File: config.mk
export PLATFORM = sky130hd
export DESIGN_NAME = mipsCpu
export DESIGN_NICKNAME = d
export VERILOG_FILES = /design/src/verilog/mipsPkg.sv /design/src/verilog/mipsCpu.sv /design/src/verilog/hazardForward.sv /design/src/verilog/memWbStage.sv /design/src/verilog/executeStage.sv /design/src/verilog/fetchUnit.sv /design/src/verilog/regFile.sv /design/src/verilog/instrDecoder.sv
export VERILOG_INCLUDE_DIRS = /design/src /design/src/verilog
export SDC_FILE = /design/constraint.sdc
export NUM_CORES = 2
export LEC_CHECK = 0
export BUFFER_PORTS_ARGS = -buffer_cell sky130_fd_sc_hd__buf_4
export CAP_MARGIN = 20
export CORE_UTILIZATION = 40
export CTS_BUF_LIST = sky130_fd_sc_hd__clkbuf_4 sky130_fd_sc_hd__clkbuf_8
export DETAILED_ROUTE_END_ITERATION = 8
export PLACE_DENSITY = 0.67
export SLEW_MARGIN = 20
export SYNTH_ARGS = -nofsm -noshare
export SYNTH_HDL_FRONTEND = slang
export SYNTH_SLANG_ARGS = --single-unit
File: constraint.sdc
create_clock -name clk -period 8.3 [get_ports clk]
set_input_delay 0.415 -clock clk [delete_from_list [all_inputs] [get_ports clk]]
set_output_delay 0.415 -clock clk [all_outputs]
set_load 0.03 [all_outputs]
File: src/verilog/mipsDefines.svh
`ifndef MIPS_DEFINES_SVH
`define MIPS_DEFINES_SVH

// Datapath widths
`define MIPS_DATA_WIDTH     32
`define MIPS_REG_ADDR_WIDTH 5

// First fetch address and the jal return register
`define MIPS_RESET_PC       32'h0000_3000
`define MIPS_LINK_REG       5'd31

// Primary opcodes
`define MIPS_OP_SPECIAL     6'b000000
`define MIPS_OP_ORI         6'b001101
`define MIPS_OP_LUI         6'b001111
`define MIPS_OP_LW          6'b100011
`define MIPS_OP_SW          6'b101011
`define MIPS_OP_BEQ         6'b000100
`define MIPS_OP_BNE         6'b000101
`define MIPS_OP_JAL         6'b000011

// Function codes under SPECIAL
`define MIPS_FN_ADDU        6'b100001
`define MIPS_FN_SUBU        6'b100011
`define MIPS_FN_OR          6'b100101
`define MIPS_FN_SLT         6'b101010

`endif
File: src/verilog/mipsPkg.sv
`default_nettype none

`include "mipsDefines.svh"

package mipsPkg;

    // One data or address word
    typedef logic [`MIPS_DATA_WIDTH-1:0] wordT;

    // Register number
    typedef logic [`MIPS_REG_ADDR_WIDTH-1:0] regAddrT;

    // Stage count, used for both tUse and tNew
    typedef logic [1:0] stageCountT;

    typedef enum logic [2:0] {
        aluAdd,
        aluSub,
        aluOr,
        aluSlt,
        aluLui
    } aluOpT;

endpackage

`default_nettype wire

File: src/verilog/mipsCpu.sv
`timescale 1ns/1ps
`default_nettype none

module mipsCpu (
    input  wire logic             clk,
    input  wire logic             rstN,
    output mipsPkg::wordT         instrAddr,
    input  wire mipsPkg::wordT    instrRdata,
    output mipsPkg::wordT         dataAddr,
    output mipsPkg::wordT         dataWdata,
    output mipsPkg::wordT         dataPc,
    output logic [3:0]            dataByteen,
    input  wire mipsPkg::wordT    dataRdata,
    output logic                  regWriteEn,
    output mipsPkg::regAddrT      regWriteAddr,
    output mipsPkg::wordT         regWriteData,
    output mipsPkg::wordT         regWritePc
);
    import mipsPkg::*;

    // Decode
    wordT       instrD, pcD, rfRs, rfRt, rsFwdD, rtFwdD;
    logic       readsRs, readsRt, isBranchD, branchNeD, isJalD;
    stageCountT tUseRs, tUseRt, tNewD;
    regAddrT    destD;
    logic       stall;

    // Execute
    wordT       instrE, pcE, rsValueE, rtValueE, rsFwdE, rtFwdE, resultE;
    regAddrT    destE;
    stageCountT tNewE;
    aluOpT      aluOpE;
    logic       useImmE, signExtE, isJalE;

    // Memory
    wordT       instrM, rtValueM, resultM, rtFwdM;
    regAddrT    destM;
    stageCountT tNewM;
    logic       isLoadM, memWriteM;

    fetchUnit u_fetchUnit (
        .clk(clk), .rstN(rstN), .stall(stall),
        .isBranch(isBranchD), .branchNe(branchNeD), .isJal(isJalD),
        .rsValue(rsFwdD), .rtValue(rtFwdD), .instrRdata(instrRdata),
        .instrAddr(instrAddr), .instrD(instrD), .pcD(pcD)
    );

    regFile u_regFile (
        .clk(clk), .rstN(rstN), .instr(instrD),
        .writeAddr(regWriteAddr), .writeData(regWriteData),
        .rsValue(rfRs), .rtValue(rfRt)
    );

    instrDecoder decD (
        .instr(instrD), .readsRs(readsRs), .readsRt(readsRt),
        .tUseRs(tUseRs), .tUseRt(tUseRt), .tNew(tNewD), .dest(destD),
        .aluOp(), .useImm(), .signExt(),
        .isBranch(isBranchD), .branchNe(branchNeD), .isJal(isJalD),
        .isLoad(), .memWrite()
    );

    instrDecoder decE (
        .instr(instrE), .readsRs(), .readsRt(),
        .tUseRs(), .tUseRt(), .tNew(), .dest(),
        .aluOp(aluOpE), .useImm(useImmE), .signExt(signExtE),
        .isBranch(), .branchNe(), .isJal(isJalE),
        .isLoad(), .memWrite()
    );

    instrDecoder decM (
        .instr(instrM), .readsRs(), .readsRt(),
        .tUseRs(), .tUseRt(), .tNew(), .dest(),
        .aluOp(), .useImm(), .signExt(),
        .isBranch(), .branchNe(), .isJal(),
        .isLoad(isLoadM), .memWrite(memWriteM)
    );

    executeStage u_executeStage (
        .clk(clk), .rstN(rstN), .stall(stall),
        .instrD(instrD), .pcD(pcD), .rsValueD(rsFwdD), .rtValueD(rtFwdD),
        .destD(destD), .tNewD(tNewD),
        .aluOp(aluOpE), .useImm(useImmE), .signExt(signExtE), .isJal(isJalE),
        .rsFwd(rsFwdE), .rtFwd(rtFwdE),
        .instrE(instrE), .pcE(pcE), .rsValueE(rsValueE), .rtValueE(rtValueE),
        .destE(destE), .tNewE(tNewE), .resultE(resultE)
    );

    // Forwarded store data travels on into memory
    memWbStage u_memWbStage (
        .clk(clk), .rstN(rstN),
        .instrE(instrE), .pcE(pcE), .rtValueE(rtFwdE), .resultE(resultE),
        .destE(destE), .tNewE(tNewE),
        .isLoad(isLoadM), .memWrite(memWriteM),
        .rtFwdM(rtFwdM), .dataRdata(dataRdata),
        .instrM(instrM), .pcM(dataPc), .rtValueM(rtValueM), .resultM(resultM),
        .destM(destM), .tNewM(tNewM),
        .dataAddr(dataAddr), .dataWdata(dataWdata), .dataByteen(dataByteen),
        .regWriteEn(regWriteEn), .regWriteAddr(regWriteAddr),
        .regWriteData(regWriteData), .regWritePc(regWritePc)
    );

    hazardForward u_hazardForward (
        .instrD(instrD), .instrE(instrE), .instrM(instrM),
        .readsRs(readsRs), .readsRt(readsRt), .tUseRs(tUseRs), .tUseRt(tUseRt),
        .destE(destE), .destM(destM), .destW(regWriteAddr),
        .tNewE(tNewE), .tNewM(tNewM),
        .rfRs(rfRs), .rfRt(rfRt),
        .rsValueE(rsValueE), .rtValueE(rtValueE), .rtValueM(rtValueM),
        .resultE(resultE), .resultM(resultM), .resultW(regWriteData),
        .stall(stall),
        .rsFwdD(rsFwdD), .rtFwdD(rtFwdD), .rsFwdE(rsFwdE), .rtFwdE(rtFwdE),
        .rtFwdM(rtFwdM)
    );

endmodule

`default_nettype wire

File: src/verilog/hazardForward.sv
`timescale 1ns/1ps
`default_nettype none

module hazardForward (
    input  wire mipsPkg::wordT       instrD,
    input  wire mipsPkg::wordT       instrE,
    input  wire mipsPkg::wordT       instrM,
    input  wire logic                readsRs,
    input  wire logic                readsRt,
    input  wire mipsPkg::stageCountT tUseRs,
    input  wire mipsPkg::stageCountT tUseRt,
    input  wire mipsPkg::regAddrT    destE,
    input  wire mipsPkg::regAddrT    destM,
    input  wire mipsPkg::regAddrT    destW,
    input  wire mipsPkg::stageCountT tNewE,
    input  wire mipsPkg::stageCountT tNewM,
    input  wire mipsPkg::wordT       rfRs,
    input  wire mipsPkg::wordT       rfRt,
    input  wire mipsPkg::wordT       rsValueE,
    input  wire mipsPkg::wordT       rtValueE,
    input  wire mipsPkg::wordT       rtValueM,
    input  wire mipsPkg::wordT       resultE,
    input  wire mipsPkg::wordT       resultM,
    input  wire mipsPkg::wordT       resultW,
    output logic                     stall,
    output mipsPkg::wordT            rsFwdD,
    output mipsPkg::wordT            rtFwdD,
    output mipsPkg::wordT            rsFwdE,
    output mipsPkg::wordT            rtFwdE,
    output mipsPkg::wordT            rtFwdM
);
    import mipsPkg::*;

    regAddrT rsD;
    regAddrT rtD;
    regAddrT rsE;
    regAddrT rtE;
    regAddrT rtM;
    logic    stallRs;
    logic    stallRt;

    assign rsD = instrD[25:21];
    assign rtD = instrD[20:16];
    assign rsE = instrE[25:21];
    assign rtE = instrE[20:16];
    assign rtM = instrM[20:16];

    // A result still in flight that the reader needs too early
    function automatic logic mustWait(regAddrT r, stageCountT tUse);
        return (r != '0) &&
               ((r == destE && tNewE > tUse) || (r == destM && tNewM > tUse));
    endfunction

    assign stallRs = readsRs && mustWait(rsD, tUseRs);
    assign stallRt = readsRt && mustWait(rtD, tUseRt);
    assign stall   = stallRs || stallRt;

    // Decode operands, nearest stage first
    function automatic wordT fwdDecode(regAddrT r, wordT rf);
        if (r == '0) begin
            return rf;
        end else if (r == destE && tNewE == 2'd0) begin
            return resultE;
        end else if (r == destM && tNewM == 2'd0) begin
            return resultM;
        end else if (r == destW) begin
            return resultW;
        end
        return rf;
    endfunction

    function automatic wordT fwdExecute(regAddrT r, wordT held);
        if (r == '0) begin
            return held;
        end else if (r == destM && tNewM == 2'd0) begin
            return resultM;
        end else if (r == destW) begin
            return resultW;
        end
        return held;
    endfunction

    assign rsFwdD = fwdDecode(rsD, rfRs);
    assign rtFwdD = fwdDecode(rtD, rfRt);
    assign rsFwdE = fwdExecute(rsE, rsValueE);
    assign rtFwdE = fwdExecute(rtE, rtValueE);

    // Store data behind a load in writeback
    assign rtFwdM = (rtM != '0 && rtM == destW) ? resultW : rtValueM;

endmodule

`default_nettype wire

File: src/verilog/memWbStage.sv
`timescale 1ns/1ps
`default_nettype none

module memWbStage (
    input  wire logic                clk,
    input  wire logic                rstN,
    input  wire mipsPkg::wordT       instrE,
    input  wire mipsPkg::wordT       pcE,
    input  wire mipsPkg::wordT       rtValueE,
    input  wire mipsPkg::wordT       resultE,
    input  wire mipsPkg::regAddrT    destE,
    input  wire mipsPkg::stageCountT tNewE,
    input  wire logic                isLoad,
    input  wire logic                memWrite,
    input  wire mipsPkg::wordT       rtFwdM,
    input  wire mipsPkg::wordT       dataRdata,
    output mipsPkg::wordT            instrM,
    output mipsPkg::wordT            pcM,
    output mipsPkg::wordT            rtValueM,
    output mipsPkg::wordT            resultM,
    output mipsPkg::regAddrT         destM,
    output mipsPkg::stageCountT      tNewM,
    output mipsPkg::wordT            dataAddr,
    output mipsPkg::wordT            dataWdata,
    output logic [3:0]               dataByteen,
    output logic                     regWriteEn,
    output mipsPkg::regAddrT         regWriteAddr,
    output mipsPkg::wordT            regWriteData,
    output mipsPkg::wordT            regWritePc
);

    always_ff @(posedge clk or negedge rstN) begin
        if (!rstN) begin
            instrM       <= '0;
            destM        <= '0;
            tNewM        <= '0;
            regWriteAddr <= '0;
        end else begin
            instrM       <= instrE;
            destM        <= destE;
            // One stage closer to ready, floored at zero
            tNewM        <= (tNewE == 2'd0) ? 2'd0 : tNewE - 2'd1;
            regWriteAddr <= destM;
        end
    end

    always_ff @(posedge clk) begin
        pcM          <= pcE;
        rtValueM     <= rtValueE;
        resultM      <= resultE;
        regWritePc   <= pcM;
        regWriteData <= isLoad ? dataRdata : resultM;
    end

    // Word stores only
    assign dataAddr   = resultM;
    assign dataWdata  = rtFwdM;
    assign dataByteen = memWrite ? 4'hf : 4'h0;

    assign regWriteEn = (regWriteAddr != '0);

endmodule

`default_nettype wire

File: src/verilog/executeStage.sv
`timescale 1ns/1ps
`default_nettype none

module executeStage (
    input  wire logic                clk,
    input  wire logic                rstN,
    input  wire logic                stall,
    input  wire mipsPkg::wordT       instrD,
    input  wire mipsPkg::wordT       pcD,
    input  wire mipsPkg::wordT       rsValueD,
    input  wire mipsPkg::wordT       rtValueD,
    input  wire mipsPkg::regAddrT    destD,
    input  wire mipsPkg::stageCountT tNewD,
    input  wire mipsPkg::aluOpT      aluOp,
    input  wire logic                useImm,
    input  wire logic                signExt,
    input  wire logic                isJal,
    input  wire mipsPkg::wordT       rsFwd,
    input  wire mipsPkg::wordT       rtFwd,
    output mipsPkg::wordT            instrE,
    output mipsPkg::wordT            pcE,
    output mipsPkg::wordT            rsValueE,
    output mipsPkg::wordT            rtValueE,
    output mipsPkg::regAddrT         destE,
    output mipsPkg::stageCountT      tNewE,
    output mipsPkg::wordT            resultE
);
    import mipsPkg::*;

    wordT immExt;
    wordT aluB;
    wordT aluOut;

    // Stall sends a nop bubble into execute
    always_ff @(posedge clk or negedge rstN) begin
        if (!rstN) begin
            instrE <= '0;
            destE  <= '0;
            tNewE  <= '0;
        end else if (stall) begin
            instrE <= '0;
            destE  <= '0;
            tNewE  <= '0;
        end else begin
            instrE <= instrD;
            destE  <= destD;
            tNewE  <= tNewD;
        end
    end

    always_ff @(posedge clk) begin
        pcE      <= pcD;
        rsValueE <= rsValueD;
        rtValueE <= rtValueD;
    end

    // ori takes a zero-extended immediate
    assign immExt = signExt ? {{16{instrE[15]}}, instrE[15:0]} : {16'b0, instrE[15:0]};
    assign aluB   = useImm ? immExt : rtFwd;

    always_comb begin
        case (aluOp)
            aluSub:  aluOut = rsFwd - aluB;
            aluOr:   aluOut = rsFwd | aluB;
            aluSlt:  aluOut = {31'b0, $signed(rsFwd) < $signed(aluB)};
            aluLui:  aluOut = {aluB[15:0], 16'b0};
            default: aluOut = rsFwd + aluB;
        endcase
    end

    // Return address skips the delay slot
    assign resultE = isJal ? pcE + 32'd8 : aluOut;

endmodule

`default_nettype wire

File: src/verilog/fetchUnit.sv
`timescale 1ns/1ps
`default_nettype none

`include "mipsDefines.svh"

module fetchUnit (
    input  wire logic          clk,
    input  wire logic          rstN,
    input  wire logic          stall,
    input  wire logic          isBranch,
    input  wire logic          branchNe,
    input  wire logic          isJal,
    input  wire mipsPkg::wordT rsValue,
    input  wire mipsPkg::wordT rtValue,
    input  wire mipsPkg::wordT instrRdata,
    output mipsPkg::wordT      instrAddr,
    output mipsPkg::wordT      instrD,
    output mipsPkg::wordT      pcD
);
    import mipsPkg::*;

    wordT pcPlus4D;
    wordT branchOffset;
    wordT nextPc;
    logic branchTaken;

    assign pcPlus4D     = pcD + 32'd4;
    assign branchOffset = {{14{instrD[15]}}, instrD[15:0], 2'b00};
    // bne inverts the equality result
    assign branchTaken  = isBranch && ((rsValue == rtValue) != branchNe);

    always_comb begin
        if (isJal) begin
            nextPc = {pcPlus4D[31:28], instrD[25:0], 2'b00};
        end else if (branchTaken) begin
            nextPc = pcPlus4D + branchOffset;
        end else begin
            nextPc = instrAddr + 32'd4;
        end
    end

    // PC and decode register hold together on a stall
    always_ff @(posedge clk or negedge rstN) begin
        if (!rstN) begin
            instrAddr <= `MIPS_RESET_PC;
            instrD    <= '0;
            pcD       <= `MIPS_RESET_PC;
        end else if (!stall) begin
            instrAddr <= nextPc;
            instrD    <= instrRdata;
            pcD       <= instrAddr;
        end
    end

endmodule

`default_nettype wire

File: src/verilog/regFile.sv
`timescale 1ns/1ps
`default_nettype none

`include "mipsDefines.svh"

module regFile (
    input  wire logic             clk,
    input  wire logic             rstN,
    input  wire mipsPkg::wordT    instr,
    input  wire mipsPkg::regAddrT writeAddr,
    input  wire mipsPkg::wordT    writeData,
    output mipsPkg::wordT         rsValue,
    output mipsPkg::wordT         rtValue
);
    import mipsPkg::*;

    localparam int NumRegs = 1 << `MIPS_REG_ADDR_WIDTH;

    wordT    regs [NumRegs];
    regAddrT rsAddr;
    regAddrT rtAddr;

    // Read addresses come straight from the decode instruction
    assign rsAddr  = instr[25:21];
    assign rtAddr  = instr[20:16];
    assign rsValue = (rsAddr == '0) ? '0 : regs[rsAddr];
    assign rtValue = (rtAddr == '0) ? '0 : regs[rtAddr];

    always_ff @(posedge clk or negedge rstN) begin
        if (!rstN) begin
            regs <= '{default: '0};
        end else if (writeAddr != '0) begin
            regs[writeAddr] <= writeData;
        end
    end

endmodule

`default_nettype wire

File: src/verilog/instrDecoder.sv
`timescale 1ns/1ps
`default_nettype none

`include "mipsDefines.svh"

module instrDecoder (
    input  wire mipsPkg::wordT       instr,
    output logic                     readsRs,
    output logic                     readsRt,
    output mipsPkg::stageCountT      tUseRs,
    output mipsPkg::stageCountT      tUseRt,
    output mipsPkg::stageCountT      tNew,
    output mipsPkg::regAddrT         dest,
    output mipsPkg::aluOpT           aluOp,
    output logic                     useImm,
    output logic                     signExt,
    output logic                     isBranch,
    output logic                     branchNe,
    output logic                     isJal,
    output logic                     isLoad,
    output logic                     memWrite
);
    import mipsPkg::*;

    logic [5:0] opcode;
    logic [5:0] funct;
    regAddrT    rtField;
    regAddrT    rdField;

    assign opcode  = instr[31:26];
    assign funct   = instr[5:0];
    assign rtField = instr[20:16];
    assign rdField = instr[15:11];

    always_comb begin
        logic rType;
        rType    = 1'b0;
        readsRs  = 1'b0;
        readsRt  = 1'b0;
        tUseRs   = 2'd0;
        tUseRt   = 2'd0;
        tNew     = 2'd0;
        dest     = '0;
        aluOp    = aluAdd;
        useImm   = 1'b0;
        signExt  = 1'b0;
        isBranch = 1'b0;
        branchNe = 1'b0;
        isJal    = 1'b0;
        isLoad   = 1'b0;
        memWrite = 1'b0;
        case (opcode)
            `MIPS_OP_SPECIAL: begin
                rType = 1'b1;
                case (funct)
                    `MIPS_FN_ADDU: aluOp = aluAdd;
                    `MIPS_FN_SUBU: aluOp = aluSub;
                    `MIPS_FN_OR:   aluOp = aluOr;
                    `MIPS_FN_SLT:  aluOp = aluSlt;
                    default:       rType = 1'b0;
                endcase
                if (rType) begin
                    readsRs = 1'b1;
                    readsRt = 1'b1;
                    tUseRs  = 2'd1;
                    tUseRt  = 2'd1;
                    dest    = rdField;
                    tNew    = 2'd1;
                end
            end
            `MIPS_OP_ORI: begin
                readsRs = 1'b1;
                tUseRs  = 2'd1;
                dest    = rtField;
                tNew    = 2'd1;
                aluOp   = aluOr;
                useImm  = 1'b1;
            end
            `MIPS_OP_LUI: begin
                dest   = rtField;
                tNew   = 2'd1;
                aluOp  = aluLui;
                useImm = 1'b1;
            end
            `MIPS_OP_LW: begin
                readsRs = 1'b1;
                tUseRs  = 2'd1;
                dest    = rtField;
                tNew    = 2'd2;
                useImm  = 1'b1;
                signExt = 1'b1;
                isLoad  = 1'b1;
            end
            `MIPS_OP_SW: begin
                // Store data is needed only once the store reaches memory
                readsRs  = 1'b1;
                readsRt  = 1'b1;
                tUseRs   = 2'd1;
                tUseRt   = 2'd2;
                useImm   = 1'b1;
                signExt  = 1'b1;
                memWrite = 1'b1;
            end
            `MIPS_OP_BEQ, `MIPS_OP_BNE: begin
                readsRs  = 1'b1;
                readsRt  = 1'b1;
                isBranch = 1'b1;
                branchNe = (opcode == `MIPS_OP_BNE);
            end
            `MIPS_OP_JAL: begin
                // Link value is ready as soon as execute sees it
                dest  = `MIPS_LINK_REG;
                isJal = 1'b1;
            end
            default: ;
        endcase
    end

endmodule

`default_nettype wire

==> metrics.yaml <==
status: "finished, final reports clean"
syn2layout_area_growth_pct: 14.2
drtIter0Drc: 7608
synth_top_area_share_pct: 36.7
die_w_um: 450
clk_pin_slew_ns: 0.08
ios: 268
path_class: "reg -> reg"
first_global_vias: 61000
maxSlewViolCount: 0
post-route-period-util_pct: 96.2
nets: 7058
p_int_mw: 14.8
clock_latency_ns: 1.07
min_period_ns: 7.99
dr.pass1.iters: 8
final_layout_size_suffix_gt1_share_pct: 37.9
timing.slew.headroom_pct: 15.3
synth.area.mux_share_pct: 32.9
hp-class: "in -> reg"
cts.sinks: 1438
synth_seq_cells: 1438
std_cell_rows: 164
dieArea_um2: 203000
dp_hpwl_um: 209000
die_height_um: 450
finalSetupTns_ns: 0
p_leak_nw: 41.4
start_util_pct: 40.2
max_stage_delay_ns: 0.61
grt_setup_unrepaired: "no"
clock.fmax_ghz: 0.125
dr_total_vias: 61700
hold_viol: 0
synth_commonest_cells: "dfrtp_1, mux2_2, mux4_2, mux2i_1, clkbuf_1"
yosysTopAreaCell: "dfrtp_1"
met3_usage_pct: 6.93
antenna_found_initial: 15
combPwrFrac_pct: 32.0
synthXorXnorAreaFrac_pct: 2.19
synth-compound-area-share_pct: 8.98
placed_cell_area_um2: 85500
wl_per_cell_um: 32.1
yosysWarnings: 0
required_ns: 9.21
p_per_area_nw_per_um2: 262
power.share.clock_pct: 29.6
critPathMaxFanout: 39
grt_max_degree: 166
gp_congestion: 1.01
fin_skew_ns: 0.0745
busiest_layer: "met2"
ys_types: 104
avgSynthCellArea_um2: 12.1
synthCells: 6614
wirelength_um: 312000
syn_area_um2: 80300
synth.most_common_cell: "dfrtp_1"
met1_usage_pct: 39.2
max-vdd-ir-drop_uv: 237
worst_slew_pin_slew_ns: 1.26
design_area_um2: 91700
yosys.area_share.adder_pct: 2.16
grt_use_met2_pct: 45.5
synth.net_count: 6817
critical-path-slowest-cell: "or4b_1"
synth.top_cells.by_area: "dfrtp_1, mux2_2, mux4_2, dfxtp_1, mux2i_1"
cap_violations: 0
overflow: 0
p_sw_mw: 9.23
htreeDepth: 4
cts_buffer_depth: 3
cts_tree: "yes"
min_from: "dataRdata[8]"
synthSimpleGateAreaFrac_pct: 6.50
finalSetupViolCount: 0
grt_pass1_wl_um: 445000
root_buffer: "clkbuf_8"
crit_arrival_ns: 8.90
detail-route-antenna-nets: 0
track_usage_pct: 30.2
async_flop_share_pct: 82.2
seq_area_frac_synth_pct: 43.2
synth_top_family_by_area: "multiplexers"
cp-end-kind: "flip-flop"
synth_ff_type: "dfrtp_1"
numPortBuffers: 267
pwr-share-seq_pct: 38.3
crit-reg2reg-launch: "u_memWbStage.destM[3]"
drc_errors: 0
crit_path_start: "u_memWbStage.destM[3]"
core_um2: 200000
start_kind: "flip-flop"
viasPerCell: 6.34
switching_share_pct: 38.4
numCtsBuffers: 241
synth_edf_count: 0
[stage by stage]
stage | power, mW | setup slack (ns) | hold slack, ns | std cells | util [%]
floorplan | 13.4 | 1.38 | 0.119 | 6614 | -
global placement | 16.6 | 0.475 | 0.340 | 9200 | 42.8
detailed placement | 16.7 | 0.516 | 0.339 | 9200 | 42.8
CTS | 23.9 | 0.491 | 0.0552 | 9715 | 45.9
global route | 24.8 | 0.00569 | 0.124 | 9721 | 45.9
finish | 24.0 | 0.313 | 0.128 | 9726 | 45.9
[layout by cell type, fill, tap and decap left out, types with 15 or more instances in the layout]
cell type	instances
nand4_1	44
inv_1	138
o22ai_1	40
nor2b_1	61
o21ai_1	18
dfrtp_1	1168
mux2i_1	371
o211ai_1	28
ha_1	133
nor2_1	276
a31oi_1	40
nand3_1	120
dlygate4sd3_1	66
o21ai_0	193
nand2b_1	23
o22a_1	16
clkbuf_4	74
nand2_1	280
dfxtp_1	256
xor2_1	87
mux4_2	456
nor4_1	15
mux2_2	1105
o221ai_1	24
a221oi_1	34
and2_1	21
clkinv_2	39
a22o_1	17
nor3_1	67
and3_1	34
a21oi_1	268
buf_12	18
buf_4	516
a211oi_1	32
a22oi_1	143
xnor2_1	114
o21a_1	17
a21o_1	39
clkbuf_8	305
[timing repair]
| item | 4_1_cts | 5_1_grt |
|---|---|---|
| setup buffers | 0 | 0 |
| resized for setup | 0 | 4 |
| hold buffers | 67 | 0 |
| setup endpoints to repair | 0 | 31 |
| hold endpoints to repair | 147 | 0 |
[sequential cells by signal, summed over array words and instances (netlist names)]
register	count
u_regFile.regs	1024
u_executeStage.instrE	32
u_executeStage.pcE	32
u_executeStage.rsValueE	32
u_executeStage.rtValueE	32
u_fetchUnit.instrAddr	32
u_fetchUnit.instrD	32
u_fetchUnit.pcD	32
u_memWbStage.dataAddr	32
u_memWbStage.pcM	32
u_memWbStage.regWriteData	32
u_memWbStage.regWritePc	32
u_memWbStage.rtValueM	32
u_memWbStage.instrM	11
u_executeStage.destE	5
u_memWbStage.destM	5
u_memWbStage.regWriteAddr	5
u_executeStage.tNewE	2
u_memWbStage.tNewM	2
[per-layer routing]
metal	vias to the layer above	share of wire, %
met1	31900	39
met5	-	0.021
met3	908	9.1
li1	25200	-
met2	3558	45
met4	8	7.1
[power by group through the flow]
stage          combinational, mW  clock (mW)  sequential [mW]
2_1_floorplan               4.10           0             9.34
3_3_place_gp                7.41           0             9.23
3_5_place_dp                7.47           0             9.28
4_1_cts                     7.53        7.20             9.16
5_1_grt                     8.04        7.51             9.28
6_report                    7.70        7.13             9.22
[layout make-up]
cell class / count / area, um^2
antenna: 10 / 25.0
clock buffer: 379 / 4750
clock inverter: 69 / 718
fill: 18000 / 108000
inverter: 144 / 543
multi-input combinational: 4427 / 42600
sequential: 1438 / 34700
tap: 2656 / 3320
timing repair buffer: 603 / 4930
[critical path: cells and delay by family (launching register included)]
family / cells / cell delay (ns)
compound gates: 14 / 4.05
xor+xnor: 3 / 0.47
fa+ha+maj: 1 / 0.34
buf+inv: 4 / 0.99
flops: 1 / 0.48
simple gates: 7 / 1.45
[cells by family (layout without fill, tap and decap cells)]
logic type,after synthesis,in the layout
muxes,1934,1934
DFF,1438,1438
and+or+nand+nor,1080,1080
AOI/OAI and AO/OA,1075,1075
buffers and inverters,749,1195
xor gates and xnor gates,201,201
adders and majority gates,137,137
other,0,10
[final timing paths]
kind | cells after the start | endpoint | slack (ns)
setup / recovery | 29 | u_fetchUnit.instrAddr[14] | 0.31
hold / removal | 3 | u_memWbStage.regWriteData[8] | 0.13
setup reg to reg | 29 | u_fetchUnit.instrAddr[14] | 0.31
hold reg to reg | 0 | u_memWbStage.regWritePc[1] | 0.35
max in group asynchronous | 5 | u_regFile.regs[436] | 5.49
min in group asynchronous | 3 | u_regFile.regs[392] | 0.55
(Power assumes the default switching activity.)
